`src/dac_params.svh`:
```
`ifndef DAC_PARAMS_SVH
`define DAC_PARAMS_SVH

//////////////////////////////////////////////////////////////////////
// dac write path constants
//////////////////////////////////////////////////////////////////////

`define DAC_W_DATA      16      // bits per dac data word
`define DAC_W_CHS       3       // bits per channel number
`define DAC_N_CHAN      8       // channels from the preprocessor, two halves of four

// one instruction is channel then data
`define DAC_W_INSTR     (`DAC_W_CHS + `DAC_W_DATA)

`define DAC_FIFO_DEPTH  16      // queue entries, power of two
`define DAC_SCLK_DIV    2       // clk_in cycles per sclk half period

`endif

```
`src/dac_pkg.sv`:
```
`default_nettype none

`include "dac_params.svh"

package dac_pkg;

	//////////////////////////////////////////////////////////////////////
	// payload types
	//////////////////////////////////////////////////////////////////////

	typedef logic [`DAC_W_DATA-1:0] dac_data_t;    // one dac sample word
	typedef logic [`DAC_W_CHS-1:0]  dac_chan_t;    // dac channel 0..7

	// write instruction, stored in the queue and sent as one frame
	// chan lands in the msbs so it goes out first
	typedef struct packed {
		dac_chan_t chan;                           // target channel
		dac_data_t data;                           // sample word
	} dac_instr_t;

	//////////////////////////////////////////////////////////////////////
	// serial writer states
	//////////////////////////////////////////////////////////////////////

	typedef enum logic [1:0] {
		spi_idle  = 2'd0,                          // waiting for a queued instruction
		spi_load  = 2'd1,                          // pop head into the shift register
		spi_shift = 2'd2,                          // frame on the wire, sync low
		spi_gap   = 2'd3                           // sync high between frames
	} spi_state_t;

endpackage

`default_nettype wire

```
`src/dac_half_select.sv`:
```
`timescale 1ns/1ps
`default_nettype none

`include "dac_params.svh"

// one half of the input bus: one-hot valid -> channel number + word
module dac_half_select
	import dac_pkg::*;
#(
	parameter int CHAN_BASE = 0                    // 0 for the lower half, 4 for the upper
) (
	input  wire  [`DAC_W_DATA*`DAC_N_CHAN/2-1:0] data_bus,  // four words, lowest channel in lsbs
	input  wire  [`DAC_N_CHAN/2-1:0]             valid,     // one-hot or zero
	output dac_instr_t                           instr,     // selected word with absolute channel
	output logic                                 hit        // any channel valid in this half
);

	localparam int W_SEL = $clog2(`DAC_N_CHAN/2);  // index width within a half

	logic [W_SEL-1:0] sel;                         // binary index from the one-hot valid
	logic             sel_err;                     // more than one valid bit set

	//////////////////////////////////////////////////////////////////////
	// one-hot decode
	//////////////////////////////////////////////////////////////////////

	always_comb begin
		sel     = '0;
		sel_err = 1'b0;
		case (valid)
			4'b0000: sel = W_SEL'(0);              // idle, index is don't-care
			4'b0001: sel = W_SEL'(0);
			4'b0010: sel = W_SEL'(1);
			4'b0100: sel = W_SEL'(2);
			4'b1000: sel = W_SEL'(3);
			default: sel_err = 1'b1;               // preprocessor broke the half rule
		endcase
		// a multi-hot half would silently drop channels
		assert (!sel_err)
			else $error("dac_half_select base %0d: valid %b not one-hot", CHAN_BASE, valid);
	end

	//////////////////////////////////////////////////////////////////////
	// word select and channel offset
	//////////////////////////////////////////////////////////////////////

	always_comb begin
		instr.data = data_bus[sel*`DAC_W_DATA +: `DAC_W_DATA];   // mux the chosen word
		instr.chan = dac_chan_t'(CHAN_BASE) + dac_chan_t'(sel);  // half base + local index
	end

	assign hit = |valid;                           // reduction or of this half

endmodule

`default_nettype wire

```
`src/dac_instr_fifo.sv`:
```
`timescale 1ns/1ps
`default_nettype none

`include "dac_params.svh"

// first-word-fall-through queue of dac instructions
module dac_instr_fifo
	import dac_pkg::*;
(
	input  wire        clk_in,
	input  wire        rst,
	input  dac_instr_t din,                        // instruction to enqueue
	input  wire        wr_en,                      // enqueue strobe
	input  wire        rd_ack,                     // pop the head, only while valid
	output dac_instr_t dout,                       // current head
	output logic       valid                       // head holds a real entry
);

	localparam int W_PTR = $clog2(`DAC_FIFO_DEPTH);

	dac_instr_t       mem [`DAC_FIFO_DEPTH];       // circular storage
	logic [W_PTR-1:0] wr_ptr;                      // next slot to write
	logic [W_PTR-1:0] rd_ptr;                      // slot shown on dout
	logic [W_PTR:0]   count;                       // entries held, one extra bit for full
	logic             full;
	logic             do_wr;
	logic             do_rd;

	assign full  = (count == (W_PTR+1)'(`DAC_FIFO_DEPTH));
	assign do_wr = wr_en && !full;                 // overflow is dropped, assertion below
	assign do_rd = rd_ack && valid;

	//////////////////////////////////////////////////////////////////////
	// storage
	//////////////////////////////////////////////////////////////////////

	always_ff @(posedge clk_in) begin
		if (do_wr)
			mem[wr_ptr] <= din;
	end

	//////////////////////////////////////////////////////////////////////
	// pointers and count
	//////////////////////////////////////////////////////////////////////

	always_ff @(posedge clk_in) begin
		if (rst) begin
			wr_ptr <= '0;
			rd_ptr <= '0;
			count  <= '0;
		end else begin
			if (do_wr)
				wr_ptr <= wr_ptr + 1'b1;           // wraps at the power-of-two depth
			if (do_rd)
				rd_ptr <= rd_ptr + 1'b1;           // next entry falls through a cycle later
			case ({do_wr, do_rd})
				2'b10:   count <= count + 1'b1;
				2'b01:   count <= count - 1'b1;
				default: count <= count;           // both or neither
			endcase
		end
	end

	// count is registered, so valid rises one cycle after the first write
	assign valid = (count != '0);
	assign dout  = mem[rd_ptr];                    // head always on the output

	//////////////////////////////////////////////////////////////////////
	// checks
	//////////////////////////////////////////////////////////////////////

	// the input side has no back-pressure, so depth must cover the burst
	a_no_overflow: assert property (@(posedge clk_in) disable iff (rst) !(wr_en && full))
		else $error("dac_instr_fifo: write while full, instruction lost");

	// reader may only acknowledge a head that is there
	a_no_underflow: assert property (@(posedge clk_in) disable iff (rst) !(rd_ack && !valid))
		else $error("dac_instr_fifo: rd_ack while empty");

endmodule

`default_nettype wire

```
`src/dac_instr_merge.sv`:
```
`timescale 1ns/1ps
`default_nettype none

`include "dac_params.svh"

// serialize the two half instructions into one queue, lower half first
module dac_instr_merge
	import dac_pkg::*;
(
	input  wire        clk_in,
	input  wire        rst,
	input  dac_instr_t lower_instr,                // from the channel 0..3 selector
	input  wire        lower_hit,
	input  dac_instr_t upper_instr,                // from the channel 4..7 selector
	input  wire        upper_hit,
	input  wire        rd_ack,                     // pop strobe from the writer
	output dac_instr_t head,                       // queue head for the writer
	output logic       head_valid
);

	dac_instr_t upper_instr_q;                     // upper instruction held one cycle
	logic       upper_hit_q;
	dac_instr_t fifo_din;
	logic       fifo_wr;

	//////////////////////////////////////////////////////////////////////
	// upper half delay
	//////////////////////////////////////////////////////////////////////

	always_ff @(posedge clk_in) begin
		if (rst)
			upper_hit_q <= 1'b0;
		else
			upper_hit_q <= upper_hit;
	end

	always_ff @(posedge clk_in) begin
		upper_instr_q <= upper_instr;              // only looked at when upper_hit_q is set
	end

	// lower goes in on arrival, delayed upper takes the next slot
	assign fifo_din = lower_hit ? lower_instr : upper_instr_q;
	assign fifo_wr  = lower_hit | upper_hit_q;

	//////////////////////////////////////////////////////////////////////
	// queue
	//////////////////////////////////////////////////////////////////////

	dac_instr_fifo instr_fifo (
		.clk_in (clk_in),
		.rst    (rst),
		.din    (fifo_din),
		.wr_en  (fifo_wr),
		.rd_ack (rd_ack),
		.dout   (head),
		.valid  (head_valid)
	);

	// input events must be two cycles apart or a delayed upper gets overwritten
	a_pacing: assert property (@(posedge clk_in) disable iff (rst) !(lower_hit && upper_hit_q))
		else $error("dac_instr_merge: valid events closer than two cycles");

endmodule

`default_nettype wire

```
`src/dac_spi_writer.sv`:
```
`timescale 1ns/1ps
`default_nettype none

`include "dac_params.svh"

// pops queued instructions and shifts each out as one dac frame
module dac_spi_writer
	import dac_pkg::*;
(
	input  wire        clk_in,
	input  wire        rst,
	input  dac_instr_t head,                       // fifo head, valid with head_valid
	input  wire        head_valid,
	output logic       rd_ack,                     // one-cycle pop pulse
	output logic       dac_sclk,                   // idles low
	output logic       dac_sync_n,                 // low for the whole frame
	output logic       dac_sdin                    // msb first, changes on sclk fall
);

	localparam int W_BIT     = $clog2(`DAC_W_INSTR);
	localparam int GAP_CYC   = 2;                  // sync high time between frames
	localparam int W_CYC     = $clog2(`DAC_SCLK_DIV + GAP_CYC);
	localparam int FRAME_CYC = `DAC_W_INSTR * 2 * `DAC_SCLK_DIV;

	spi_state_t              state;
	logic [`DAC_W_INSTR-1:0] shreg;                // frame being sent, msb on the pin
	logic [W_BIT-1:0]        bit_cnt;              // bits already clocked out
	logic [W_CYC-1:0]        cyc_cnt;              // sclk half period, reused for the gap

	assign dac_sdin = shreg[`DAC_W_INSTR-1];

	//////////////////////////////////////////////////////////////////////
	// frame FSM
	//////////////////////////////////////////////////////////////////////

	always_ff @(posedge clk_in) begin
		if (rst) begin
			state      <= spi_idle;
			rd_ack     <= 1'b0;
			dac_sclk   <= 1'b0;
			dac_sync_n <= 1'b1;
			shreg      <= '0;
			bit_cnt    <= '0;
			cyc_cnt    <= '0;
		end else begin
			rd_ack <= 1'b0;                        // pulse, one cycle at most
			case (state)
				spi_idle: begin
					if (head_valid) begin
						rd_ack <= 1'b1;            // high during load, head still valid then
						state  <= spi_load;
					end
				end
				spi_load: begin
					shreg      <= head;            // capture before the pop takes effect
					dac_sync_n <= 1'b0;            // frame starts next cycle
					bit_cnt    <= '0;
					cyc_cnt    <= '0;
					state      <= spi_shift;
				end
				spi_shift: begin
					if (cyc_cnt == W_CYC'(`DAC_SCLK_DIV - 1)) begin
						cyc_cnt  <= '0;
						dac_sclk <= ~dac_sclk;
						if (dac_sclk) begin        // falling edge, move to next bit
							if (bit_cnt == W_BIT'(`DAC_W_INSTR - 1)) begin
								dac_sync_n <= 1'b1;    // last bit sampled, close frame
								state      <= spi_gap;
							end else begin
								bit_cnt <= bit_cnt + 1'b1;
								shreg   <= {shreg[`DAC_W_INSTR-2:0], 1'b0};
							end
						end
					end else begin
						cyc_cnt <= cyc_cnt + 1'b1;
					end
				end
				spi_gap: begin
					if (cyc_cnt == W_CYC'(GAP_CYC - 1)) begin
						cyc_cnt <= '0;
						state   <= spi_idle;
					end else begin
						cyc_cnt <= cyc_cnt + 1'b1;
					end
				end
				default: state <= spi_idle;
			endcase
		end
	end

	// sync must come back up exactly one frame length after it falls
	a_frame_len: assert property (@(posedge clk_in) disable iff (rst)
		$fell(dac_sync_n) |-> ##FRAME_CYC $rose(dac_sync_n))
		else $error("dac_spi_writer: frame length is not %0d cycles", FRAME_CYC);

endmodule

`default_nettype wire

```
`src/dac_write_top.sv`:
```
`timescale 1ns/1ps
`default_nettype none

`include "dac_params.svh"

// dac write path: two half selectors -> merge queue -> serial writer
module dac_write_top
	import dac_pkg::*;
(
	input  wire                                clk_in,
	input  wire                                rst,
	input  wire [`DAC_W_DATA*`DAC_N_CHAN-1:0]  data_bus,     // channel 0 in the lsbs
	input  wire [`DAC_N_CHAN-1:0]              data_valid,   // each half one-hot or zero
	output logic                               dac_sclk,
	output logic                               dac_sync_n,
	output logic                               dac_sdin
);

	dac_instr_t lower_instr;                       // channels 0..3
	logic       lower_hit;
	dac_instr_t upper_instr;                       // channels 4..7
	logic       upper_hit;
	dac_instr_t head;                              // queue head to the writer
	logic       head_valid;
	logic       rd_ack;

	//////////////////////////////////////////////////////////////////////
	// half selectors
	//////////////////////////////////////////////////////////////////////

	dac_half_select #(.CHAN_BASE(0)) lower_select (
		.data_bus (data_bus[`DAC_W_DATA*`DAC_N_CHAN/2-1:0]),
		.valid    (data_valid[`DAC_N_CHAN/2-1:0]),
		.instr    (lower_instr),
		.hit      (lower_hit)
	);

	dac_half_select #(.CHAN_BASE(`DAC_N_CHAN/2)) upper_select (
		.data_bus (data_bus[`DAC_W_DATA*`DAC_N_CHAN-1:`DAC_W_DATA*`DAC_N_CHAN/2]),
		.valid    (data_valid[`DAC_N_CHAN-1:`DAC_N_CHAN/2]),
		.instr    (upper_instr),
		.hit      (upper_hit)
	);

	//////////////////////////////////////////////////////////////////////
	// queue and writer
	//////////////////////////////////////////////////////////////////////

	dac_instr_merge dac_instr_merge_inst (
		.clk_in      (clk_in),
		.rst         (rst),
		.lower_instr (lower_instr),
		.lower_hit   (lower_hit),
		.upper_instr (upper_instr),
		.upper_hit   (upper_hit),
		.rd_ack      (rd_ack),
		.head        (head),
		.head_valid  (head_valid)
	);

	dac_spi_writer dac_spi_writer_inst (
		.clk_in     (clk_in),
		.rst        (rst),
		.head       (head),
		.head_valid (head_valid),
		.rd_ack     (rd_ack),
		.dac_sclk   (dac_sclk),
		.dac_sync_n (dac_sync_n),
		.dac_sdin   (dac_sdin)
	);

endmodule

`default_nettype wire

```
`config.mk`:
```
export PLATFORM = sky130hd
export DESIGN_NAME = dac_write_top
export DESIGN_NICKNAME = d
export VERILOG_FILES = /design/src/dac_pkg.sv /design/src/dac_half_select.sv /design/src/dac_instr_fifo.sv /design/src/dac_instr_merge.sv /design/src/dac_spi_writer.sv /design/src/dac_write_top.sv
export VERILOG_INCLUDE_DIRS = /design/src
export SDC_FILE = /design/constraint.sdc
export NUM_CORES = 1
export LEC_CHECK = 0
export ABC_AREA = 1
export BUFFER_PORTS_ARGS = -buffer_cell sky130_fd_sc_hd__buf_2
export CAP_MARGIN = 25
export CELL_PAD_IN_SITES_DETAIL_PLACEMENT = 1
export CELL_PAD_IN_SITES_GLOBAL_PLACEMENT = 2
export CORE_UTILIZATION = 42
export DETAILED_ROUTE_END_ITERATION = 7
export GPL_ROUTABILITY_DRIVEN = 0
export HOLD_SLACK_MARGIN = 0.03
export PLACE_DENSITY = 0.81
export SYNTH_ARGS = -nofsm -noshare
export SYNTH_HDL_FRONTEND = slang
export SYNTH_SLANG_ARGS = --single-unit
```
`constraint.sdc`:
```
create_clock -name clk_in -period 4.05 [get_ports clk_in]
set_input_delay 0.81 -clock clk_in [delete_from_list [all_inputs] [get_ports clk_in]]
set_output_delay 0.81 -clock clk_in [all_outputs]
set_load 0.01 [all_outputs]
```
# [Word level (Yosys, flattened, before mapping)]
# Memory sizes are Yosys's and may differ from the RTL's. A register that Yosys moved wholly into a read port is not among the register bits.
# Cells that the tools add are included.
[classes] n_bitwise=3 n_eq_ne=20 shift=2 muxes=29 n_reduce_logical=16 add_sub_neg=7
[ops] cell="$shiftx A64 B7 Y16" count=2
[ops] cell="$mux W19" count=4
[ops] cell="$pmux W19 S2" count=1
[ops] cell="$pmux W5 S2" count=2
[ops] cell="$mux W5" count=3
[ops] cell="$mux W2" count=6
[ops] cell="$pmux W2 S3" count=2
[ops] cell="$add A5 B1 Y5 const B" count=2
[ops] cell="$eq A5 B5 Y1 const B" count=2
[ops] cell="$add A4 B1 Y4 const B" count=2
[ops] cell="$eq A4 B2 Y1 const B" count=2
[ops] cell="$eq A4 B3 Y1 const B" count=2
[ops] cell="$eq A4 B4 Y1 const B" count=2
[ops] cell="$mux W4" count=2
[ops] cell="$ne A2 B1 Y1 const B" count=4
[ops] cell="$pmux W2 S4" count=1
[ops] cell="$reduce_and A4 Y1" count=2
[ops] cell="$reduce_or A4 Y1" count=2
[ops] cell="$eq A2 B1 Y1 const B" count=3
[ops] cell="$eq A2 B2 Y1 const B" count=3
[ops] cell="$mux W1" count=6
[ops] cell="$reduce_bool A2 Y1" count=3
[ops] cell="$reduce_and A5 Y1" count=1
[ops] cell="$reduce_bool A5 Y1" count=1
[ops] cell="other kinds (13)" count=17
[totals] register_bits=64 ramBits=304 elab_cells=91 mem_count=1
[memory_table] name="dac_instr_merge_inst.instr_fifo.mem" depth=16 width=19 read_ports=1 rd_ports_with_merged_regs=1 write_ports=1 line="dac_instr_fifo.sv:21" text="dac_instr_t mem [`DAC_FIFO_DEPTH];"

# [Depth between registers and ports, before layout]
[logic_depth] depth_word=5 ltp_mapped=15

# [By module]
# Synthesis repeated with hierarchy kept, for this count alone.
[hier_totals] cells_unflattened=1698 hier_area_um2=17429.2
[modules_own_cells] module="dac_instr_fifo" area_per_inst_um2=13046.3 cells_each=936 instances=1
[modules_own_cells] module="dac_half_select" area_per_inst_um2=978.4 cells_each=206 instances=2
[modules_own_cells] module="dac_spi_writer" area_per_inst_um2=1776.7 cells_each=266 instances=1
[modules_own_cells] module="dac_instr_merge" area_per_inst_um2=649.4 cells_each=84 instances=1

# [Least setup slack after synthesis]
# OpenSTA, ideal clock, no wires.
[synth_timing] kind="input to register" startpoint="in data_valid[1]" endpoint="mem dac_instr_merge_inst.instr_fifo.mem[11][0] in the netlist's numbering, enable pin" arrival_time_ps=2093 t_required_ps=3655 slack_ps=1563 stages=6 path_cell_list="nor2_1 nand3b_1 nand2_2 inv_2 nand2_1 nor2_1"
[synth_between] elab_chain_len=5
[synth_lines] item="from (decl)" line="dac_write_top.sv:13" text="input wire [`DAC_N_CHAN-1:0] data_valid,"
[synth_lines] item="$reduce_or A4 Y1" line="dac_half_select.sv:52" text="assign hit = |valid;"
[synth_lines] item="$or A1 B1 Y1" line="dac_instr_merge.sv:43" text="assign fifo_wr = lower_hit | upper_hit_q;"
[synth_lines] item="$logic_and A1 B1 Y1" line="dac_instr_fifo.sv:30" text="assign do_wr = wr_en && !full;"
[synth_lines] item="$mux W1" line="dac_instr_fifo.sv:38" text="if (do_wr)"
[synth_lines] item="$mux W1 (implied by the code)" line="dac_instr_fifo.sv:39" text="mem[wr_ptr] <= din;"
[synth_lines] item="to (decl)" line="dac_instr_fifo.sv:21"
# No other way between the ends.

==> impl_metrics.csv <==
group,metric,value,unit
sta,tightest_slew,0.9955,ns
clock_tree,path_clk_slew,0.06,ns
sta,fin_worst_skew,0.02107,ns
yosys,synth.area.top_cells,"edfxtp_1 57%, nor2_1 8.6%, dfxtp_1 8.3%",
global_routing,grt.total_usage,0.2451,
drt,drt-total-wl,47110,um
drt,ant_nets,0,
clock_tree,hold_buffers,0,
yosys,ys.flop_type,"edfxtp_1",
die,core,37670,um2
cells_and_area,drive_gt1_frac,0.1800,
sta,setup_viol,0,
setup_path,cp.required,4.42,ns
min_path,hp-class,"register to register",
power,swShare,0.3301,
die,die_h,197.9,um
die,ios,141,
yosys,synth_top_area_share,0.5665,
yosys,synth-seq-cells,371,
drt,wire_per_inst,21.30,um
drt,dr_total_vias,12010,
flow_run,maxCapViolCount,0,
sta,slew_headroom,0.3356,
yosys,synth.area.mux_share,0,
yosys,yosys.area_share.simple,0.1598,
yosys,yosysWarnings,0,
die,start_util,0.4278,
yosys,yosysTopAreaCell,"edfxtp_1",
power,ir_drop,0.0003098,V
power,pwr-share-seq,0.426,
place,detailed_place_hpwl,29290,um
power,p_per_area,610.3,nW/um2
drt,via_per_inst,5.428,
power,combPwrFrac,0.266,
cells_and_area,fin_nets,1823,
yosys,synthAdderAreaFrac,0.01087,
die,fp-row-count,71,
sta,rsz0062_at_grt,"false",
yosys,synth_compound_area_frac,0.1249,
global_routing,grt-ovfl-total,0,
clock_tree,cts-root-buf,"clkbuf_16",
sta,fmax,395.8,MHz
clock_tree,cts_setup_buffers,0,
clock_tree,insertion_delay,0.53,ns
power,power.leakage,6.888,nW
sta,min_period,2.527,ns
setup_path,end_kind,"register",
min_path,min-delay-start,"dac_spi_writer_inst.cyc_cnt[1]",
power,p_clk_frac,0.308,
yosys,synth-edff-count,304,
power,internal_power,0.007608,W
global_routing,grt_max_degree,89,
clock_tree,cts_tree,"done",
power,totalPowerFinal,0.01136,W
yosys,yosysSeqAreaShare,0.6498,
setup_path,startpoint_type,"register",
drt,firstDrtPassIters,5,
sta,min_period_over_period,0.6238,
power,power_switching,0.003749,W
global_routing,grt_pass1_vias,12540,
yosys,synth_top_family_by_area,"simple AND/OR/NAND/NOR gates",
die,die_w,197.9,um
yosys,syn_area,16110,um2
sta,hold_viol_final,0,
yosys,avgSynthCellArea,10.55,um2
drt,remaining_drc_errors,0,
clock_tree,numCtsBuffers,40,
setup_path,worstSetupPathType,"register to register",
die,die_area,39150,um2
sta,drv_slew,0,
clock_tree,clockBufferDepth,3,
yosys,syn_inst,1527,
cells_and_area,syn_to_final_growth,15.50,%
global_routing,antenna_found_initial,1,
clock_tree,cts_resized,0,
yosys,synth_fp_nets,1679,
setup_path,cp.arrival,2.90,ns
sta,fin_setup_tns,0,ns
yosys,yosys.cell_types.count,39,
yosys,synth-async-reset-ratio,0,
drt,initialDrtViolationCount,775,
outcome,outcome,"finished, final reports clean",
clock_tree,htreeDepth,2,
place,io_buffers,140,
setup_path,path_max_fanout,20,
cells_and_area,fillers,4221,
clock_tree,cts_sinks,371,
yosys,synthXorXnorAreaFrac,0.004349,
global_routing,grt_first_pass_wirelength,72370,um
-- registers in the layout, indices dropped and copies added (netlist names), named ones only --
name / count
dac_spi_writer_inst.rd_ack: 1
dac_instr_merge_inst.instr_fifo.mem: 304
dac_instr_merge_inst.instr_fifo.wr_ptr: 4
dac_spi_writer_inst.cyc_cnt: 2
dac_spi_writer_inst.state: 2
dac_instr_merge_inst.instr_fifo.count: 5
dac_instr_merge_inst.upper_instr_q: 18
dac_spi_writer_inst.bit_cnt: 5
dac_spi_writer_inst.shreg: 19
dac_spi_writer_inst.dac_sync_n: 1
dac_spi_writer_inst.dac_sclk: 1
dac_instr_merge_inst.upper_hit_q: 1
dac_instr_merge_inst.instr_fifo.rd_ptr: 4
-- cell families (layout without fill, tap and decap cells) --
logic type	count (synthesis)	in the layout
other cells	0	1
compound gates	361	361
fa+ha+maj	14	14
simple gates	622	622
xor+xnor	8	8
flops	371	371
buf+inv	151	324
-- stage by stage --
step | util | setup slack (ns) | instance area (um2) | cells | hold slack (ns)
2_1_floorplan | - | 1.563 | 16110 | 1527 | 0.4155
3_3_place_gp | 0.4585 | 0.7612 | 17270 | 2129 | 0.4308
3_5_place_dp | 0.4608 | 0.8851 | 17360 | 2138 | 0.4281
4_1_cts | 0.4936 | 1.426 | 18590 | 2209 | 0.4374
5_1_grt | 0.4941 | 1.387 | 18610 | 2212 | 0.4792
6_report | 0.4941 | 1.523 | 18610 | 2212 | 0.4337
-- routing by layer --
layer	GRT usage	routed length (um)	up-vias
li1	-	-	5651
met1	0.3149	20120	5979
met2	0.4318	23570	312
met3	0.03134	2235	64
met4	0.07149	1181	0
met5	0	0	-
-- power by group through the flow --
stage                     Combinational [W]  Clock (W)  Sequential (W)
after floorplan                     0.00221          0         0.00481
after global placement              0.00291          0         0.00490
after detailed placement            0.00303          0         0.00492
after CTS                           0.00306    0.00356         0.00484
after global routing                0.00338    0.00370         0.00487
final                               0.00302    0.00350         0.00483
-- Yosys cell counts (14+ instances only) --
cell type and instances:
a21oi_1 73, a22oi_1 16, a31oi_1 16, buf_2 22
buf_6 20, clkbuf_1 39, dfxtp_1 67, edfxtp_1 304
ha_1 14, inv_1 49, nand2_1 101, nand3_1 122
nor2_1 370, o211ai_1 22, o21a_1 17, o21ai_0 134
o21ai_1 70
-- worst paths after layout --
check / slack [ns] / cells after the start / to
setup / recovery: 1.52 / 6 / dac_spi_writer_inst.shreg[11]
hold / removal: 0.43 / 2 / dac_spi_writer_inst.cyc_cnt[1]
setup reg to reg: 1.52 / 6 / dac_spi_writer_inst.shreg[11]
hold reg to reg: 0.43 / 2 / dac_spi_writer_inst.cyc_cnt[1]
-- placed cells by master, fill, tap and decap left out, types with 2 or more instances in the layout --
cell	instances
a22oi_1	16
xor2_1	7
edfxtp_1	304
nand2_2	2
bufinv_16	3
clkinv_1	9
inv_2	4
nand3_2	2
inv_1	49
clkinv_2	6
nand2_1	101
nor2_2	23
nand4_1	3
o211ai_1	22
dfxtp_1	64
clkbuf_1	13
o21ai_1	70
o21ai_0	134
or2_2	8
a31oi_1	16
a21oi_2	13
o21a_1	17
nor3_1	3
a21oi_1	72
buf_4	55
clkbuf_16	41
dfxtp_4	2
nand3_1	122
ha_1	14
buf_2	140
nor2_1	353
-- area by class of cell --
type | count | area (um2) | area share
Antenna cell | 1 | 2.502 | 0.0001345
Clock buffer | 55 | 1089 | 0.05849
Clock inverter | 16 | 146.4 | 0.007866
Inverter | 56 | 215.2 | 0.01156
Multi-Input combinational cell | 1005 | 4878 | 0.2621
Sequential cell | 371 | 10480 | 0.5631
Tap cell | 511 | 639.4 | 0.03436
Timing Repair Buffer | 197 | 1161 | 0.06239
-- critical path, cell delays in order (launching register included) --
cell and delay, ns:
dfxtp_1 0.30, buf_4 0.35, clkinv_1 0.88, nand3_1 0.38, nand3_1 0.24, nand2_1 0.15
a21oi_2 0.06
(Power assumes the default switching activity.)
